`src/source/decode_pkg.sv`:
```
package decode_pkg;

	localparam int XLEN       = 32;
	localparam int REG_ADDR_W = 5;

	// major opcodes
	localparam logic [6:0] OPC_OP_IMM = 7'b0010011;
	localparam logic [6:0] OPC_OP     = 7'b0110011;
	localparam logic [6:0] OPC_BRANCH = 7'b1100011;
	localparam logic [6:0] OPC_LOAD   = 7'b0000011;
	localparam logic [6:0] OPC_STORE  = 7'b0100011;
	localparam logic [6:0] OPC_LUI    = 7'b0110111;
	localparam logic [6:0] OPC_JAL    = 7'b1101111;
	localparam logic [6:0] OPC_JALR   = 7'b1100111;

	// funct3 of the alu group, same for reg-imm and reg-reg forms
	localparam logic [2:0] F3_ADD  = 3'b000; // also SUB
	localparam logic [2:0] F3_SLL  = 3'b001;
	localparam logic [2:0] F3_SLT  = 3'b010;
	localparam logic [2:0] F3_SLTU = 3'b011;
	localparam logic [2:0] F3_XOR  = 3'b100;
	localparam logic [2:0] F3_SR   = 3'b101; // SRL / SRA by funct7
	localparam logic [2:0] F3_OR   = 3'b110;
	localparam logic [2:0] F3_AND  = 3'b111;

	localparam logic [2:0] F3_BEQ  = 3'b000;
	localparam logic [2:0] F3_BNE  = 3'b001;
	localparam logic [2:0] F3_BLT  = 3'b100;
	localparam logic [2:0] F3_BGE  = 3'b101;
	localparam logic [2:0] F3_BLTU = 3'b110;
	localparam logic [2:0] F3_BGEU = 3'b111;

	localparam logic [2:0] F3_LB   = 3'b000;
	localparam logic [2:0] F3_LH   = 3'b001;
	localparam logic [2:0] F3_LW   = 3'b010;
	localparam logic [2:0] F3_LBU  = 3'b100;
	localparam logic [2:0] F3_LHU  = 3'b101;

	localparam logic [2:0] F3_SB   = 3'b000;
	localparam logic [2:0] F3_SH   = 3'b001;
	localparam logic [2:0] F3_SW   = 3'b010;

	localparam logic [2:0] F3_JALR = 3'b000;

	localparam logic [6:0] FUNCT7_BASE = 7'b0000000;
	localparam logic [6:0] FUNCT7_ALT  = 7'b0100000; // SUB, SRA, SRAI

	typedef enum logic [4:0] {
		ALU_NOP, ALU_ADD, ALU_SUB, ALU_SLT, ALU_SLTU,
		ALU_AND, ALU_OR, ALU_XOR, ALU_SLL, ALU_SRL, ALU_SRA,
		ALU_BEQ, ALU_BNE, ALU_BLT, ALU_BGE, ALU_BLTU, ALU_BGEU,
		ALU_JAL, ALU_JALR,
		ALU_LB, ALU_LH, ALU_LW, ALU_LBU, ALU_LHU,
		ALU_SB, ALU_SH, ALU_SW
	} alu_op_e;

	typedef enum logic [2:0] {
		RES_NOP, RES_LOGIC, RES_SHIFT, RES_ARITH, RES_JUMP_BRANCH, RES_LOAD_STORE
	} alu_sel_e;

	// write-back of a later stage
	typedef struct packed {
		logic                  we;
		logic [REG_ADDR_W-1:0] waddr;
		logic [XLEN-1:0]       wdata;
	} fwd_src_t;

	typedef struct packed {
		alu_op_e               aluop;
		alu_sel_e              alusel;
		logic [REG_ADDR_W-1:0] waddr;
		logic                  we;
		logic                  re1;
		logic                  re2;
		logic [XLEN-1:0]       imm;
		logic                  valid;
	} decoded_t;

	typedef struct packed {
		logic            taken;
		logic [XLEN-1:0] target;
	} branch_t;

	typedef struct packed {
		alu_op_e               aluop;
		alu_sel_e              alusel;
		logic [XLEN-1:0]       reg1;
		logic [XLEN-1:0]       reg2;
		logic [REG_ADDR_W-1:0] waddr;
		logic                  we;
		logic [XLEN-1:0]       link_addr;
		logic [XLEN-1:0]       inst;
	} id_ex_t;

endpackage

```
`src/source/branch_unit.sv`:
```
`timescale 1ns/1ps

module branch_unit import decode_pkg::*; (
	input  logic            clk,
	input  logic            arst_n_i,
	input  logic [XLEN-1:0] pc_i,
	input  logic [XLEN-1:0] inst_i,
	input  logic [XLEN-1:0] reg1_i,
	input  logic [XLEN-1:0] reg2_i,
	input  alu_op_e         aluop_i,
	input  logic            stall_i,
	output branch_t         branch_o,
	output logic [XLEN-1:0] link_addr_o
);

	logic [XLEN-1:0] b_imm;
	logic [XLEN-1:0] j_imm;
	logic [XLEN-1:0] i_imm;
	logic [XLEN-1:0] jalr_sum;
	logic            eq;
	logic            lt_s;
	logic            lt_u;
	logic            take;
	logic [XLEN-1:0] target;

	assign b_imm = {{19{inst_i[31]}}, inst_i[31], inst_i[7], inst_i[30:25], inst_i[11:8], 1'b0};
	assign j_imm = {{11{inst_i[31]}}, inst_i[31], inst_i[19:12], inst_i[20], inst_i[30:21], 1'b0};
	assign i_imm = {{20{inst_i[31]}}, inst_i[31:20]};

	assign jalr_sum = reg1_i + i_imm;

	assign eq   = (reg1_i == reg2_i);
	assign lt_s = ($signed(reg1_i) < $signed(reg2_i));
	assign lt_u = (reg1_i < reg2_i);

	always_comb begin
		take   = 1'b0;
		target = '0;
		case (aluop_i)
			ALU_BEQ:  take = eq;
			ALU_BNE:  take = !eq;
			ALU_BLT:  take = lt_s;
			ALU_BGE:  take = !lt_s;
			ALU_BLTU: take = lt_u;
			ALU_BGEU: take = !lt_u;
			ALU_JAL: begin
				take   = 1'b1;
				target = pc_i + j_imm;
			end
			ALU_JALR: begin
				take   = 1'b1;
				target = {jalr_sum[XLEN-1:1], 1'b0}; // lsb cleared
			end
			default: take = 1'b0;
		endcase
		if (aluop_i inside {ALU_BEQ, ALU_BNE, ALU_BLT, ALU_BGE, ALU_BLTU, ALU_BGEU})
			target = pc_i + b_imm;
	end

	// no redirect while operands are not trustworthy
	assign branch_o.taken  = take && !stall_i;
	assign branch_o.target = target;

	assign link_addr_o = (aluop_i == ALU_JAL || aluop_i == ALU_JALR) ? pc_i + 32'd4 : '0;

	// a link address goes with a redirect unless stalled
	a_link_with_jump: assert property (
		@(posedge clk) disable iff (!arst_n_i)
		(link_addr_o != '0) |-> (branch_o.taken || stall_i)
	);

endmodule

```
`src/source/decode_stage.sv`:
```
`timescale 1ns/1ps

module decode_stage import decode_pkg::*; (
	input  logic                  clk,
	input  logic                  arst_n_i,
	input  logic [XLEN-1:0]       pc_i,
	input  logic [XLEN-1:0]       inst_i,

	// write-backs from execute and memory
	input  fwd_src_t              ex_fwd_i,
	input  fwd_src_t              mem_fwd_i,
	input  alu_op_e               ex_aluop_i,

	// register file, two read ports
	input  logic [XLEN-1:0]       rf_rdata1_i,
	input  logic [XLEN-1:0]       rf_rdata2_i,
	output logic [REG_ADDR_W-1:0] rf_raddr1_o,
	output logic [REG_ADDR_W-1:0] rf_raddr2_o,
	output logic                  rf_re1_o,
	output logic                  rf_re2_o,

	output logic                  stall_o,
	output branch_t               branch_o,
	output id_ex_t                id_ex_o
);

	decoded_t        dec;
	logic [XLEN-1:0] reg1;
	logic [XLEN-1:0] reg2;
	logic [XLEN-1:0] link_addr;
	logic            stall_rs1;
	logic            stall_rs2;

	inst_decoder u_decoder (
		.inst_i   (inst_i),
		.dec_o    (dec),
		.raddr1_o (rf_raddr1_o),
		.raddr2_o (rf_raddr2_o)
	);

	assign rf_re1_o = dec.re1;
	assign rf_re2_o = dec.re2;

	operand_forward u_fwd_rs1 (
		.read_en_i    (dec.re1),
		.raddr_i      (rf_raddr1_o),
		.imm_i        (dec.imm),
		.rf_data_i    (rf_rdata1_i),
		.ex_fwd_i     (ex_fwd_i),
		.mem_fwd_i    (mem_fwd_i),
		.ex_aluop_i   (ex_aluop_i),
		.operand_o    (reg1),
		.load_stall_o (stall_rs1)
	);

	operand_forward u_fwd_rs2 (
		.read_en_i    (dec.re2),
		.raddr_i      (rf_raddr2_o),
		.imm_i        (dec.imm),
		.rf_data_i    (rf_rdata2_i),
		.ex_fwd_i     (ex_fwd_i),
		.mem_fwd_i    (mem_fwd_i),
		.ex_aluop_i   (ex_aluop_i),
		.operand_o    (reg2),
		.load_stall_o (stall_rs2)
	);

	assign stall_o = stall_rs1 | stall_rs2; // load-use on either source

	branch_unit u_branch (
		.clk         (clk),
		.arst_n_i    (arst_n_i),
		.pc_i        (pc_i),
		.inst_i      (inst_i),
		.reg1_i      (reg1),
		.reg2_i      (reg2),
		.aluop_i     (dec.aluop),
		.stall_i     (stall_o),
		.branch_o    (branch_o),
		.link_addr_o (link_addr)
	);

	id_ex_reg u_id_ex (
		.clk         (clk),
		.arst_n_i    (arst_n_i),
		.stall_i     (stall_o),
		.dec_i       (dec),
		.reg1_i      (reg1),
		.reg2_i      (reg2),
		.link_addr_i (link_addr),
		.inst_i      (inst_i),
		.id_ex_o     (id_ex_o)
	);

endmodule

```
`src/source/id_ex_reg.sv`:
```
`timescale 1ns/1ps

module id_ex_reg import decode_pkg::*; (
	input  logic            clk,
	input  logic            arst_n_i,
	input  logic            stall_i,
	input  decoded_t        dec_i,
	input  logic [XLEN-1:0] reg1_i,
	input  logic [XLEN-1:0] reg2_i,
	input  logic [XLEN-1:0] link_addr_i,
	input  logic [XLEN-1:0] inst_i,
	output id_ex_t          id_ex_o
);

	alu_op_e               aluop_q;
	alu_sel_e              alusel_q;
	logic [REG_ADDR_W-1:0] waddr_q;
	logic                  we_q;
	logic [XLEN-1:0]       reg1_q;
	logic [XLEN-1:0]       reg2_q;
	logic [XLEN-1:0]       link_addr_q;
	logic [XLEN-1:0]       inst_q;

	// control fields, bubble on reset or stall
	always_ff @(posedge clk or negedge arst_n_i) begin
		if (!arst_n_i) begin
			aluop_q  <= ALU_NOP;
			alusel_q <= RES_NOP;
			waddr_q  <= '0;
			we_q     <= 1'b0;
		end else if (stall_i) begin
			aluop_q  <= ALU_NOP;
			alusel_q <= RES_NOP;
			waddr_q  <= '0;
			we_q     <= 1'b0;
		end else begin
			aluop_q  <= dec_i.aluop;
			alusel_q <= dec_i.alusel;
			waddr_q  <= dec_i.waddr;
			we_q     <= dec_i.we;
		end
	end

	always_ff @(posedge clk) begin
		reg1_q      <= reg1_i;
		reg2_q      <= reg2_i;
		link_addr_q <= link_addr_i;
		inst_q      <= inst_i;
	end

	assign id_ex_o.aluop     = aluop_q;
	assign id_ex_o.alusel    = alusel_q;
	assign id_ex_o.reg1      = reg1_q;
	assign id_ex_o.reg2      = reg2_q;
	assign id_ex_o.waddr     = waddr_q;
	assign id_ex_o.we        = we_q;
	assign id_ex_o.link_addr = link_addr_q;
	assign id_ex_o.inst      = inst_q;

	// a write-back always belongs to a real op
	a_we_has_op: assert property (
		@(posedge clk) disable iff (!arst_n_i) id_ex_o.we |-> id_ex_o.aluop != ALU_NOP
	);

endmodule

```
`src/source/inst_decoder.sv`:
```
`timescale 1ns/1ps

module inst_decoder import decode_pkg::*; (
	input  logic [XLEN-1:0]       inst_i,
	output decoded_t              dec_o,
	output logic [REG_ADDR_W-1:0] raddr1_o,
	output logic [REG_ADDR_W-1:0] raddr2_o
);

	logic [6:0]            opcode;
	logic [2:0]            funct3;
	logic [6:0]            funct7;
	logic [REG_ADDR_W-1:0] rd;
	logic [XLEN-1:0]       i_imm;
	logic [XLEN-1:0]       shamt;
	logic [XLEN-1:0]       u_imm;

	alu_op_e         base_op; // alu op from funct3 alone
	alu_op_e         op;
	alu_sel_e        sel;
	logic            valid;
	logic            we;
	logic            re1;
	logic            re2;
	logic            lui_x0;
	logic [XLEN-1:0] imm;

	assign opcode = inst_i[6:0];
	assign funct3 = inst_i[14:12];
	assign funct7 = inst_i[31:25];
	assign rd     = inst_i[11:7];

	assign i_imm = {{20{inst_i[31]}}, inst_i[31:20]};
	assign shamt = {27'b0, inst_i[24:20]};
	assign u_imm = {inst_i[31:12], 12'b0};

	always_comb begin
		case (funct3)
			F3_ADD:  base_op = ALU_ADD;
			F3_SLL:  base_op = ALU_SLL;
			F3_SLT:  base_op = ALU_SLT;
			F3_SLTU: base_op = ALU_SLTU;
			F3_XOR:  base_op = ALU_XOR;
			F3_SR:   base_op = ALU_SRL;
			F3_OR:   base_op = ALU_OR;
			default: base_op = ALU_AND;
		endcase
	end

	always_comb begin
		op     = ALU_NOP;
		valid  = 1'b0;
		we     = 1'b0;
		re1    = 1'b0;
		re2    = 1'b0;
		lui_x0 = 1'b0;
		imm    = '0;
		case (opcode)
			OPC_OP_IMM: begin
				we    = 1'b1;
				re1   = 1'b1;
				imm   = i_imm;
				op    = base_op;
				valid = 1'b1;
				if (funct3 == F3_SLL) begin
					imm   = shamt;
					valid = (funct7 == FUNCT7_BASE);
				end else if (funct3 == F3_SR) begin
					imm   = shamt;
					op    = (funct7 == FUNCT7_ALT) ? ALU_SRA : ALU_SRL;
					valid = (funct7 == FUNCT7_BASE) || (funct7 == FUNCT7_ALT);
				end
			end
			OPC_OP: begin
				we    = 1'b1;
				re1   = 1'b1;
				re2   = 1'b1;
				op    = base_op;
				valid = (funct7 == FUNCT7_BASE); // M-extension funct7 falls out here
				if (funct7 == FUNCT7_ALT) begin
					valid = (funct3 == F3_ADD) || (funct3 == F3_SR);
					op    = (funct3 == F3_ADD) ? ALU_SUB : ALU_SRA;
				end
			end
			OPC_BRANCH: begin
				re1   = 1'b1;
				re2   = 1'b1;
				valid = 1'b1;
				case (funct3)
					F3_BEQ:  op = ALU_BEQ;
					F3_BNE:  op = ALU_BNE;
					F3_BLT:  op = ALU_BLT;
					F3_BGE:  op = ALU_BGE;
					F3_BLTU: op = ALU_BLTU;
					F3_BGEU: op = ALU_BGEU;
					default: valid = 1'b0;
				endcase
			end
			OPC_LOAD: begin
				we    = 1'b1;
				re1   = 1'b1;
				imm   = i_imm;   // offset rides on operand 2
				valid = 1'b1;
				case (funct3)
					F3_LB:   op = ALU_LB;
					F3_LH:   op = ALU_LH;
					F3_LW:   op = ALU_LW;
					F3_LBU:  op = ALU_LBU;
					F3_LHU:  op = ALU_LHU;
					default: valid = 1'b0; // LD, LWU and the rest
				endcase
			end
			OPC_STORE: begin
				re1   = 1'b1;
				re2   = 1'b1;
				valid = 1'b1;
				case (funct3)
					F3_SB:   op = ALU_SB;
					F3_SH:   op = ALU_SH;
					F3_SW:   op = ALU_SW;
					default: valid = 1'b0;
				endcase
			end
			OPC_LUI: begin
				we     = 1'b1;
				re1    = 1'b1;
				lui_x0 = 1'b1; // x0 | imm
				imm    = u_imm;
				op     = ALU_OR;
				valid  = 1'b1;
			end
			OPC_JAL: begin
				we    = 1'b1;
				op    = ALU_JAL;
				valid = 1'b1;
			end
			OPC_JALR: begin
				we    = 1'b1;
				re1   = 1'b1;
				imm   = i_imm;
				op    = ALU_JALR;
				valid = (funct3 == F3_JALR);
			end
			default: valid = 1'b0;
		endcase
	end

	// result class follows from the op
	always_comb begin
		case (op)
			ALU_AND, ALU_OR, ALU_XOR:              sel = RES_LOGIC;
			ALU_SLL, ALU_SRL, ALU_SRA:             sel = RES_SHIFT;
			ALU_ADD, ALU_SUB, ALU_SLT, ALU_SLTU:   sel = RES_ARITH;
			ALU_BEQ, ALU_BNE, ALU_BLT, ALU_BGE,
			ALU_BLTU, ALU_BGEU, ALU_JAL, ALU_JALR: sel = RES_JUMP_BRANCH;
			ALU_LB, ALU_LH, ALU_LW, ALU_LBU,
			ALU_LHU, ALU_SB, ALU_SH, ALU_SW:       sel = RES_LOAD_STORE;
			default:                               sel = RES_NOP;
		endcase
	end

	assign dec_o.valid  = valid;
	assign dec_o.aluop  = valid ? op : ALU_NOP;
	assign dec_o.alusel = valid ? sel : RES_NOP;
	assign dec_o.we     = valid & we;
	assign dec_o.re1    = valid & re1;
	assign dec_o.re2    = valid & re2;
	assign dec_o.waddr  = (valid & we) ? rd : '0;
	assign dec_o.imm    = imm;

	assign raddr1_o = lui_x0 ? '0 : inst_i[19:15];
	assign raddr2_o = inst_i[24:20];

	// every accepted encoding names a real op and result class
	always_comb begin
		a_valid_has_op: assert final (!dec_o.valid ||
			(dec_o.aluop != ALU_NOP && dec_o.alusel != RES_NOP));
	end

endmodule

```
`src/source/operand_forward.sv`:
```
`timescale 1ns/1ps

module operand_forward import decode_pkg::*; (
	input  logic                  read_en_i,
	input  logic [REG_ADDR_W-1:0] raddr_i,
	input  logic [XLEN-1:0]       imm_i,
	input  logic [XLEN-1:0]       rf_data_i,
	input  fwd_src_t              ex_fwd_i,
	input  fwd_src_t              mem_fwd_i,
	input  alu_op_e               ex_aluop_i,
	output logic [XLEN-1:0]       operand_o,
	output logic                  load_stall_o
);

	logic not_x0;
	logic ex_match;
	logic ex_is_load;
	logic ex_hit;
	logic mem_hit;

	assign not_x0   = (raddr_i != '0); // x0 is never forwarded
	assign ex_match = not_x0 && (ex_fwd_i.waddr == raddr_i);

	assign ex_is_load = ex_aluop_i inside {ALU_LB, ALU_LH, ALU_LW, ALU_LBU, ALU_LHU};

	assign ex_hit  = ex_fwd_i.we && ex_match;
	assign mem_hit = mem_fwd_i.we && not_x0 && (mem_fwd_i.waddr == raddr_i);

	// load data is not ready until after mem
	assign load_stall_o = ex_is_load && read_en_i && ex_match;

	always_comb begin
		if (!read_en_i)
			operand_o = imm_i;
		else if (ex_hit)
			operand_o = ex_fwd_i.wdata;   // youngest wins
		else if (mem_hit)
			operand_o = mem_fwd_i.wdata;
		else
			operand_o = rf_data_i;
	end

endmodule

```
`config.mk`:
```
export PLATFORM = sky130hd
export DESIGN_NAME = decode_stage
export DESIGN_NICKNAME = d
export VERILOG_FILES = /design/src/source/decode_pkg.sv /design/src/source/branch_unit.sv /design/src/source/decode_stage.sv /design/src/source/id_ex_reg.sv /design/src/source/inst_decoder.sv /design/src/source/operand_forward.sv
export SDC_FILE = /design/constraint.sdc
export NUM_CORES = 1
export LEC_CHECK = 0
export BUFFER_PORTS_ARGS = -buffer_cell sky130_fd_sc_hd__buf_2
export CAP_MARGIN = 20
export CORE_MARGIN = 1
export CORE_UTILIZATION = 34
export CTS_BUF_LIST = sky130_fd_sc_hd__clkbuf_4 sky130_fd_sc_hd__clkbuf_8
export DETAILED_ROUTE_END_ITERATION = 7
export PLACE_DENSITY = 0.71
export SYNTH_ARGS = -nofsm -noshare
export SYNTH_HDL_FRONTEND = slang
export SYNTH_SLANG_ARGS = --single-unit
```
`constraint.sdc`:
```
create_clock -name clk -period 5.32 [get_ports clk]
set_input_delay 0.532 -clock clk [delete_from_list [all_inputs] [get_ports clk]]
set_output_delay 0.532 -clock clk [all_outputs]
set_load 0.02 [all_outputs]
```
Word level (Yosys, flattened, before mapping)
Memories as Yosys holds them, arrays and structs flattened.
Cells that the tools add are included.
Storage, ports and cells
  bits in registers: 142
  memory bits (read-only): 96
  bits of input ports: 211
  output and inout port bits: 188
  memories: 1
Cells by class
  add/sub/neg operators: 4
  $lt $le $gt $ge: 2
  eq/ne operators: 34
  muxes and demuxes: 41
  bitwise operators: 4
  reduce and logical (&&, ||, !) cells: 35
Memory list
  (no name shown): depth 32, bits a word 3, rd ports 1, clocked after memory_dff 0, wr ports 0, RTL line inst_decoder.sv:150  | case (op)
Operators with widths (count)
  2-to-1 mux 32 bit: 9
  adder 32 bit: 3
  case mux 32 bit (3 select lines): 1
  less-than comparator 32 bit: 2
  case mux 32 bit (2 select lines): 1
  == test 5 bit (second input constant): 8
  2-to-1 mux 5 bit: 8
  case mux 5 bit (8 select lines): 1
  adder 32 x 3 -> 32 bit (second input constant): 1
  == test 32 bit: 1
  case mux 5 bit (6 select lines): 1
  == test 7 x 6 -> 1 bit (second input constant): 4
  case mux 4 bit (7 select lines): 1
  == test 5 x 4 -> 1 bit (second input constant): 5
  case mux 5 bit (5 select lines): 1
  == test 7 bit (second input constant): 3
  == test 5 bit: 4
  case mux 5 bit (3 select lines): 1
  nonzero test 5 bit: 3
  case mux 1 bit (7 select lines): 2
  logical AND 1 bit: 13
  == test 3 bit (second input constant): 4
  OR reduction 6 bit: 2
  2-to-1 mux 1 bit: 11
  other kinds (18): 30

Logic depth before layout (Yosys ltp)
Gate-level depths: netlist of run 1.
  word-level depth: 13
  mapped depth: 21
  mapped depth without buffers: 19

Hierarchy
A second synthesis of run 1 with hierarchy kept.
Unflattened totals
  cell total of the unflattened synthesis: 1642
  area total of the unflattened synthesis: 13095.1 um^2
Modules (own cells, without submodules)
  branch_unit: times used 1, cells an instance 961, area an instance 6411.1 um^2, seq. area each 0.0 um^2
  id_ex_reg: times used 1, cells an instance 158, area an instance 3047.9 um^2, seq. area each 2912.8 um^2
  operand_forward: times used 2, cells an instance 165, area an instance 1204.9 um^2, seq. area each 0.0 um^2
  inst_decoder: times used 1, cells an instance 192, area an instance 1219.9 um^2, seq. area each 0.0 um^2
  decode_stage: times used 1, cells an instance 1, area an instance 6.3 um^2, seq. area each 0.0 um^2

Worst setup path after synthesis of run 1
OpenSTA, ideal clock, no wires.
  kind: input to output
  from: input port inst_i[6]
  to: output port branch_o[29] in the netlist's numbering
  data arrival time: 4.857 ns
  data required time: 4.788 ns
  path slack: -0.069 ns
  cell stages on the path: 21
  path buffers: 3
  cells stage by stage: buf_4 nand4b_1 nor3_1 nor3_1 and2_1 clkbuf_1 clkbuf_1 nor2_1 a21oi_1 o21ai_0 ha_1 a21o_1 a21o_1 a21o_1 a221oi_1 a21boi_0 o21ai_0 a211o_1 a211oi_1 xor2_1 o21ai_0
RTL lines
  from (decl): RTL line decode_stage.sv:7  | input logic [XLEN-1:0] inst_i,
  to (decl): RTL line decode_stage.sv:23  | output branch_t branch_o,

==> flow_summary.toml, run 1 <==
[sta]
rsz0062_at_grt = "true"
slew_headroom_pct = 35.93
drv_slew = 0
worstMarginPinSlew_ns = 0.9476
max_freq_mhz = 190.3
fin_crit_ns = 5.254
setup_viol = 0
finalHoldViolations = 0
fin_tns_setup_ns = 0
finalCritPeriodShare_pct = 98.75

[final_layout]
nFillCells = 3458
mostFrequentLayoutCells = "buf_2, buf_4, nor2_1"
area_growth_pct = 43.32
final_common_cell = "buf_2"
drive_gt1_share_pct = 36.90
multiInputGateArea_mm2 = 0.008770
num_antenna_cells = 0
final_area_mm2 = 0.01719
register_area_mm2 = 0.002913
nets = 2449

[clocking]
cts_max_path_buffers = 2
htreeDepth = 4
clk_pin_slew_ns = 0.08
cts_tree = "done"
cts.sinks = 142
cts_root_buffer = "clkbuf_8"
cts_buffers = 17

[min_path]
hp-start = "inst_i[11]"
hold_depth = 1
hold_class = "primary input to flop"
holdPathEnd = "u_id_ex.inst_q[11]"

[synth]
yosysUniqueCellTypes = 86
syn-mean-instance-area_um2 = 7.916
synth-async-reset-ratio_pct = 9.859
synth-edff-count = 0
yosys_warnings = 0
yosysTopAreaCellShare_pct = 21.37
syn_nets = 1836
ys.flop_type = "dfxtp_1"
synthesis.instances = 1515
ys_ff_latch = 142
syn_area_mm2 = 0.01199
yosysSeqAreaShare_pct = 24.29
synthTopCellsByArea = "dfxtp_1, ha_1, a21oi_1, mux2i_1, nor2_1"
synth_top_area_cell = "dfxtp_1"

[critical_path]
critPathMaxFanout = 5
cp-start-kind = "primary input"
cp-end-kind = "primary output"
crit_arrival_ns = 4.72
path_class = "primary input to primary output"
crit_required_ns = 4.79

[global_route]
grtUsageMet2_pct = 47.18
track_usage_pct = 28.34
grt-ovfl-total = 0
busiest_layer = "met2"
grt_pass1_vias = 13340
grt_antenna_before_repair = 2
grt_max_degree = 45
gr-usage-met1_pct = 36.97
use_met3_pct = 4.999
grt_pass1_wl_um = 77180

[route]
drtAntennaViolNets = 0
wl_um = 53040
dr.pass1.iters = 8
routed_via_density = 5.489
drtIter0Drc = 1126
routedWlPerCell_um = 20.43
drc = 0
num_vias = 14250

[place]
post_dp_cell_area_mm2 = 0.01622
hpwlAfterDp_um = 43080
place_congestion = 0.9470
io_buffer_count = 398

[floorplan]
die_h_um = 189.8
die-area_mm2 = 0.03603
core_area_mm2 = 0.03463
io_pins = 399
num_rows = 68
dieWidth_um = 189.8
start_util_pct = 34.63

[power]
p_leak_nw = 8.639
max-vdd-ir-drop_uv = 185.0
power_density_mw_per_mm2 = 171.8
finalPower_mw = 2.953

[outcome]
status = "complete, no violations"

[run]
max_cap_viol_count = 0
-- metrics by stage --
stage,util (%),std cells,hold slack [ns],setup WS (ns)
after detailed placement,46.84,2541,0.4489,-0.4282
after global placement,46.84,2541,0.4448,-0.4079
after global routing,49.64,2596,0.1440,-0.1598
after floorplan,-,1515,0.2364,0.03482
final,49.64,2596,0.1729,0.06640
after CTS,48.21,2574,0.1378,0.004063
-- flip-flops by register name (all words and copies together), names as in the netlist --
name                 cells
u_id_ex.aluop_q          5
u_id_ex.alusel_q         3
u_id_ex.inst_q          32
u_id_ex.link_addr_q     32
u_id_ex.reg1_q          32
u_id_ex.reg2_q          32
u_id_ex.waddr_q          5
u_id_ex.we_q             1
-- power by group --
| group | internal [mW] | total, mW | switching (mW) |
|---|---|---|---|
| logic | 0.391 | 0.930 | 0.539 |
| clock network | 0.450 | 0.933 | 0.483 |
| registers | 1.08 | 1.09 | 0.00596 |
-- cell usage after synthesis, types with 34 or more instances --
cell and instances:
clkbuf_1 63, a21o_1 52, xor2_1 51, nand3_1 37, nor2_1 164, a221oi_1 34, dfxtp_1 128, ha_1 107
nand2_1 80, a21oi_1 156, o21ai_0 89, mux2i_1 66, xnor2_1 44, inv_1 66
-- what timing repair did --
item | in CTS | in global routing
hold buffers | 1 | 0
endpoints found under the hold margin | 14 | 0
setup buffers | 0 | 20
pin swaps | 3 | 14
setup endpoints to repair | 11 | 21
gates resized for setup | 20 | 76
gates cloned | 0 | 2
-- layout make-up --
cell class | count | share of cell area, %
Inverter | 67 | 1.463
Sequential cell | 142 | 16.95
Timing Repair Buffer | 674 | 24.90
Tap cell | 455 | 3.312
Clock buffer | 21 | 1.572
Multi-Input combinational cell | 1226 | 51.02
Clock inverter | 11 | 0.7789
-- worst max-delay path by stage --
stage / cells past startpoint / slack, ns / to / start
floorplan: 20 / 0.03 / branch_o[28] / inst_i[6]
global route: 25 / -0.16 / branch_o[32] / inst_i[16]
finish: 23 / 0.07 / branch_o[26] / inst_i[3]
detailed placement: 21 / -0.43 / branch_o[32] / inst_i[20]
global placement: 21 / -0.41 / branch_o[32] / inst_i[20]
CTS: 23 / 0.004 / branch_o[26] / inst_i[3]
-- metal layers --
| layer | share of wire [%] | routed length [um] |
|---|---|---|
| met5 | 0.049 | 26 |
| met4 | 2.9 | 1548 |
| met3 | 6.9 | 3635 |
| met2 | 47 | 24930 |
| met1 | 43 | 22900 |
-- kinds of logic after synthesis --
family | share of synthesized area [%]
compound gates | 28.21
xor+xnor | 6.938
fa+ha+maj | 11.66
buf+inv | 4.924
flops | 24.29
mux | 5.509
simple gates | 18.47
-- worst max-delay path, stage by stage --
cell       delay, ns
buf_8           0.10
buf_12          0.11
nand4bb_4       0.20
or3_4           0.38
o311ai_4        0.33
o21ai_4         0.12
buf_12          0.17
clkbuf_16       0.15
nand3_1         0.09
o21ai_2         0.09
fa_2            0.37
a21o_1          0.18
a21oi_2         0.17
o21bai_1        0.11
a21oi_2         0.16
nand3b_1        0.19
a21oi_2         0.10
o2111ai_1       0.20
buf_4           0.17
a31oi_1         0.09
or3_1           0.32
a31o_2          0.23
buf_4           0.15
No activity file was read; power rests on OpenSTA's default activity.
==> run 2, diff against run 1 <==
RECOVER_POWER = 25   (was default)
REMOVE_ABC_BUFFERS = 1   (was default)
==> flow_summary.toml, run 2 (synthesis results as in run 1) <==
[outcome]
status = "finished with violations"
failed_checks = "setup timing"

[final_layout]
drive_gt1_share_pct = 37.96
final_common_cell = "buf_2"
multiInputGateArea_mm2 = 0.008951
layoutNonFillerInstCount = 2603
nFillCells = 3418
fin_util_pct = 50.48
mostFrequentLayoutCells = "buf_2, buf_4, nor2_1"
register_area_mm2 = 0.002913
final_area_mm2 = 0.01748
area_growth_pct = 45.75
nets = 2455

[route]
num_vias = 14400
drtIter0Drc = 1283
drc = 0
wl_um = 53460
routed_via_density = 5.533
routedWlPerCell_um = 20.54
dr.pass1.iters = 8
drtAntennaViolNets = 0

[sta]
timing.hold.ws_ns = 0.1411
worstMarginPinSlew_ns = 1.077
finalHoldViolations = 0
setup_slack_ns = -0.03227
slew_headroom_pct = 27.18
drv_slew = 0
rsz0062_at_grt = "true"
fin_crit_ns = 5.352
finalCritPeriodShare_pct = 100.6
max_freq_mhz = 186.8
setup_viol = 2

[floorplan]
die-area_mm2 = 0.03603
die_h_um = 189.8
dieWidth_um = 189.8
start_util_pct = 34.63
io_pins = 399
core_area_mm2 = 0.03463
num_rows = 68

[run]
max_cap_viol_count = 0

[global_route]
grt-ovfl-total = 0
grt_pass1_vias = 13860
grt_pass1_wl_um = 79090
grt_antenna_before_repair = 3
track_usage_pct = 28.85
grt_max_degree = 45

[critical_path]
crit_arrival_ns = 4.82
critPathMaxFanout = 6
cp-start-kind = "primary input"
cp-end-kind = "primary output"
path_class = "primary input to primary output"
max_stage_delay_ns = 0.58
slowest_stage = "or4_1"
crit_chain = "buf_2 > or4_1 > nor2_4 > nor4_4 > buf_6 > buf_12 > mux2i_4 > a211o_1 > nand2_2 > and2_4 > fa_2 > a21o_1 > a21oi_2 > o21bai_1 > a21oi_2 > nand3b_1 > a21oi_2 > o2111ai_2 > buf_6 > a31oi_1 > or3_1 > a31o_2 > buf_4"
crit_required_ns = 4.79
path_common_cell = "a21oi_2"

[clocking]
cts.sinks = 142
cts_max_path_buffers = 2
cts_buffers = 17
cts_root_buffer = "clkbuf_8"
htreeDepth = 4
clk_pin_slew_ns = 0.08
cts_tree = "done"

[place]
dp.cells = 2544
hpwlAfterDp_um = 43150
place_congestion = 0.9850
post_dp_cell_area_mm2 = 0.01624
io_buffer_count = 398

[min_path]
hold_class = "primary input to flop"

[power]
p_leak_nw = 8.714
max-vdd-ir-drop_uv = 205.2
power_density_mw_per_mm2 = 175.1
==> run 2: cell types whose count changed in the layout (fill, tap and decap cells not counted), sizes merged, moves of 2 or more <==
| cell | change |
|---|---|
| bufinv | +2 |
| clkinv | -2 |
| buf | +2 |
| inv | +4 |
==> run 2: layout make-up <==
class / count / area share [%]
Tap cell: 455 / 3.257
Timing Repair Buffer: 679 / 24.87
Clock buffer: 18 / 1.382
Antenna cell: 1 / 0.01432
Sequential cell: 142 / 16.66
Clock inverter: 14 / 1.167
Inverter: 67 / 1.439
Multi-Input combinational cell: 1227 / 51.21
==> run 2: report_power, final <==
part	leakage, nW	internal [mW]	switching (mW)
combinational	7.25	0.398	0.549
clock	0.221	0.526	0.499
sequential	1.24	1.08	0.00575
total	8.71	2.01	1.05
==> run 2: through the flow <==
stage	setup TNS (ns)	worst slack, ns	power (mW)
2_1_floorplan	-62.01	-3.028	1.586
3_3_place_gp	-1.602	-0.3343	1.989
3_5_place_dp	-3.355	-0.3638	1.998
4_1_cts	-0.07512	-0.04919	3.041
5_1_grt	-0.6977	-0.2063	3.212
6_report	-0.03705	-0.03227	3.061
==> run 2: final timing paths <==
check | startpoint | endpoint | slack [ns] | depth (start not counted)
max | inst_i[17] | branch_o[28] | -0.03 | 23
min | inst_i[2] | u_id_ex.inst_q[2] | 0.14 | 1
max in group asynchronous | arst_n_i | u_id_ex.alusel_q[2] | 4.66 | 2
min in group asynchronous | arst_n_i | u_id_ex.waddr_q[3] | 0.44 | 2
==> run 2: critical path: cells and delay by family <==
family | cells | cell delay [ns]
compound gates | 9 | 1.41
fa+ha+maj | 1 | 0.34
mux | 1 | 0.18
simple gates | 7 | 1.59
buf+inv | 5 | 0.75
==> run 2: layer usage <==
metal / vias to the layer above / GRT usage (%) / share of wire, %
li1: 6853 / - / -
met1: 6805 / 37.06 / 42
met2: 651 / 48.68 / 48
met3: 92 / 4.925 / 7.0
met4: 2 / 9.522 / 2.7
met5: - / 0 / 0.022
==> run 2: what timing repair did <==
action | in CTS | in global routing
buffers inserted | 9 | 13
setup endpoints to repair | 20 | 23
endpoints found under the hold margin | 14 | 0
gates resized for setup | 49 | 104
hold buffers | 1 | 0
pin swaps | 14 | 34
cloned | 2 | 0
==> run 3, diff against run 2 <==
CORE_ASPECT_RATIO = 1.5   (was default)
CORE_MARGIN = 2   (was 1)
GPL_TIMING_DRIVEN = 0   (was default)
==> flow_summary.toml, run 3 (synthesis results as in run 1) <==
[outcome]
status = "finished with violations"
failed_checks = "setup timing"

[clocking]
htreeDepth = 4
clk_pin_slew_ns = 0.09
cts_max_path_buffers = 2
cts_root_buffer = "clkbuf_8"
cts_tree = "done"
cts.sinks = 142
cts_buffers = 17

[route]
dr.pass1.iters = 7
drc = 0
routed_via_density = 5.813
drtIter0Drc = 1103
num_vias = 14210
wl_um = 55450
drtAntennaViolNets = 0
routedWlPerCell_um = 22.68

[power]
p_leak_nw = 7.982
power_density_mw_per_mm2 = 172.1
max-vdd-ir-drop_uv = 139.6

[sta]
timing.hold.ws_ns = 0.1694
setup_viol = 1
finalCritPeriodShare_pct = 100.1
fin_crit_ns = 5.324
finalHoldViolations = 0
slew_headroom_pct = 19.79
rsz0062_at_grt = "true"
max_freq_mhz = 187.8
worstMarginPinSlew_ns = 1.193
drv_slew = 0
setup_slack_ns = -0.004150

[place]
hpwlAfterDp_um = 40130
dpl_worst_slack_ns = -2.065
place_congestion = 0.9306
io_buffer_count = 398

[critical_path]
slowest_stage = "or3_4"
cp-end-kind = "primary output"
crit_arrival_ns = 4.79
path_depth = 19
crit_family = "compound AO/OA/AOI/OAI gates"
cp-start-kind = "primary input"
crit_required_ns = 4.79
path_buf_inv = 3
crit_chain = "buf_6 > nand4bb_4 > or3_4 > o311ai_4 > o21ai_4 > buf_12 > o21ai_2 > ha_4 > a21o_1 > a21o_1 > a21o_1 > a221oi_2 > a21boi_2 > o21ai_2 > a21o_1 > o211ai_1 > mux2i_2 > o221ai_2 > buf_6"
path_class = "primary input to primary output"
critPathMaxFanout = 11
path_common_cell = "a21o_1"
max_stage_delay_ns = 0.44

[global_route]
grt_pass1_wl_um = 77350
grt_antenna_before_repair = 1
track_usage_pct = 27.95
grt_max_degree = 55
grt-ovfl-total = 0
grt_pass1_vias = 13450

[final_layout]
drive_gt1_share_pct = 34.35
area_growth_pct = 39.61
nets = 2279
mostFrequentLayoutCells = "buf_2, nor2_1, a21oi_1"
final_common_cell = "buf_2"

[min_path]
hold_class = "primary input to flop"
hold_depth = 1

[floorplan]
core_area_mm2 = 0.03489
dieWidth_um = 157.3
num_rows = 84
start_util_pct = 34.37
io_pins = 399
die_h_um = 234.0
die-area_mm2 = 0.03682

[run]
max_cap_viol_count = 0
## run 3: path summary, 6_finish.rpt
check | slack (ns) | endpoint | startpoint
max in group asynchronous | 4.65 | u_id_ex.alusel_q[1] | arst_n_i
setup / recovery | -0.004 | branch_o[25] | inst_i[2]
min in group asynchronous | 0.44 | u_id_ex.aluop_q[0] | arst_n_i
hold / removal | 0.17 | u_id_ex.inst_q[18] | inst_i[18]
## run 3: routing by layer
layer / vias to the layer above / wire length (um) / track usage (%)
li1: 6507 / - / -
met1: 6796 / 20310 / 31.17
met2: 729 / 27800 / 50.03
met3: 180 / 4210 / 5.230
met4: 0 / 3136 / 14.66
met5: - / 0 / 0
## run 3: metrics by stage
step | instance area (um2) | util (%) | setup TNS [ns] | std cells | total power [mW]
CTS | 15940 | 45.68 | 0 | 2406 | 2.841
detailed placement | 14530 | 41.63 | -33.68 | 2325 | 1.918
global placement | 14240 | 40.80 | -339.20 | 2306 | 1.900
finish | 16740 | 47.98 | -0.004150 | 2445 | 2.881
global route | 16740 | 47.98 | -0.8359 | 2445 | 3.004
floorplan | 11650 | - | -62.01 | 1435 | 1.586
## run 3: final cells by class
class,instances,area [um2]
repair buffers,501,3272
inverters,67,254.0
flip-flops and latches,142,2913
multi-input cells,1229,9341
fillers,3367,18150
clock buffers,20,256.5
well taps,473,591.8
diodes,1,2.502
clock inverters,12,112.6
## run 3: repair_timing
item,CTS,global route
endpoints found under the hold margin,14,0
gates resized for setup,155,117
buffers inserted,45,38
endpoints found under the setup margin,26,22
hold buffers,1,0
gates cloned,7,1
pin swaps,36,50
## run 3: report_power, final
| group | switching, mW | internal [mW] |
|---|---|---|
| logic | 0.561 | 0.371 |
| registers | 0.00440 | 1.08 |
| clock network | 0.475 | 0.386 |
| total | 1.04 | 1.84 |
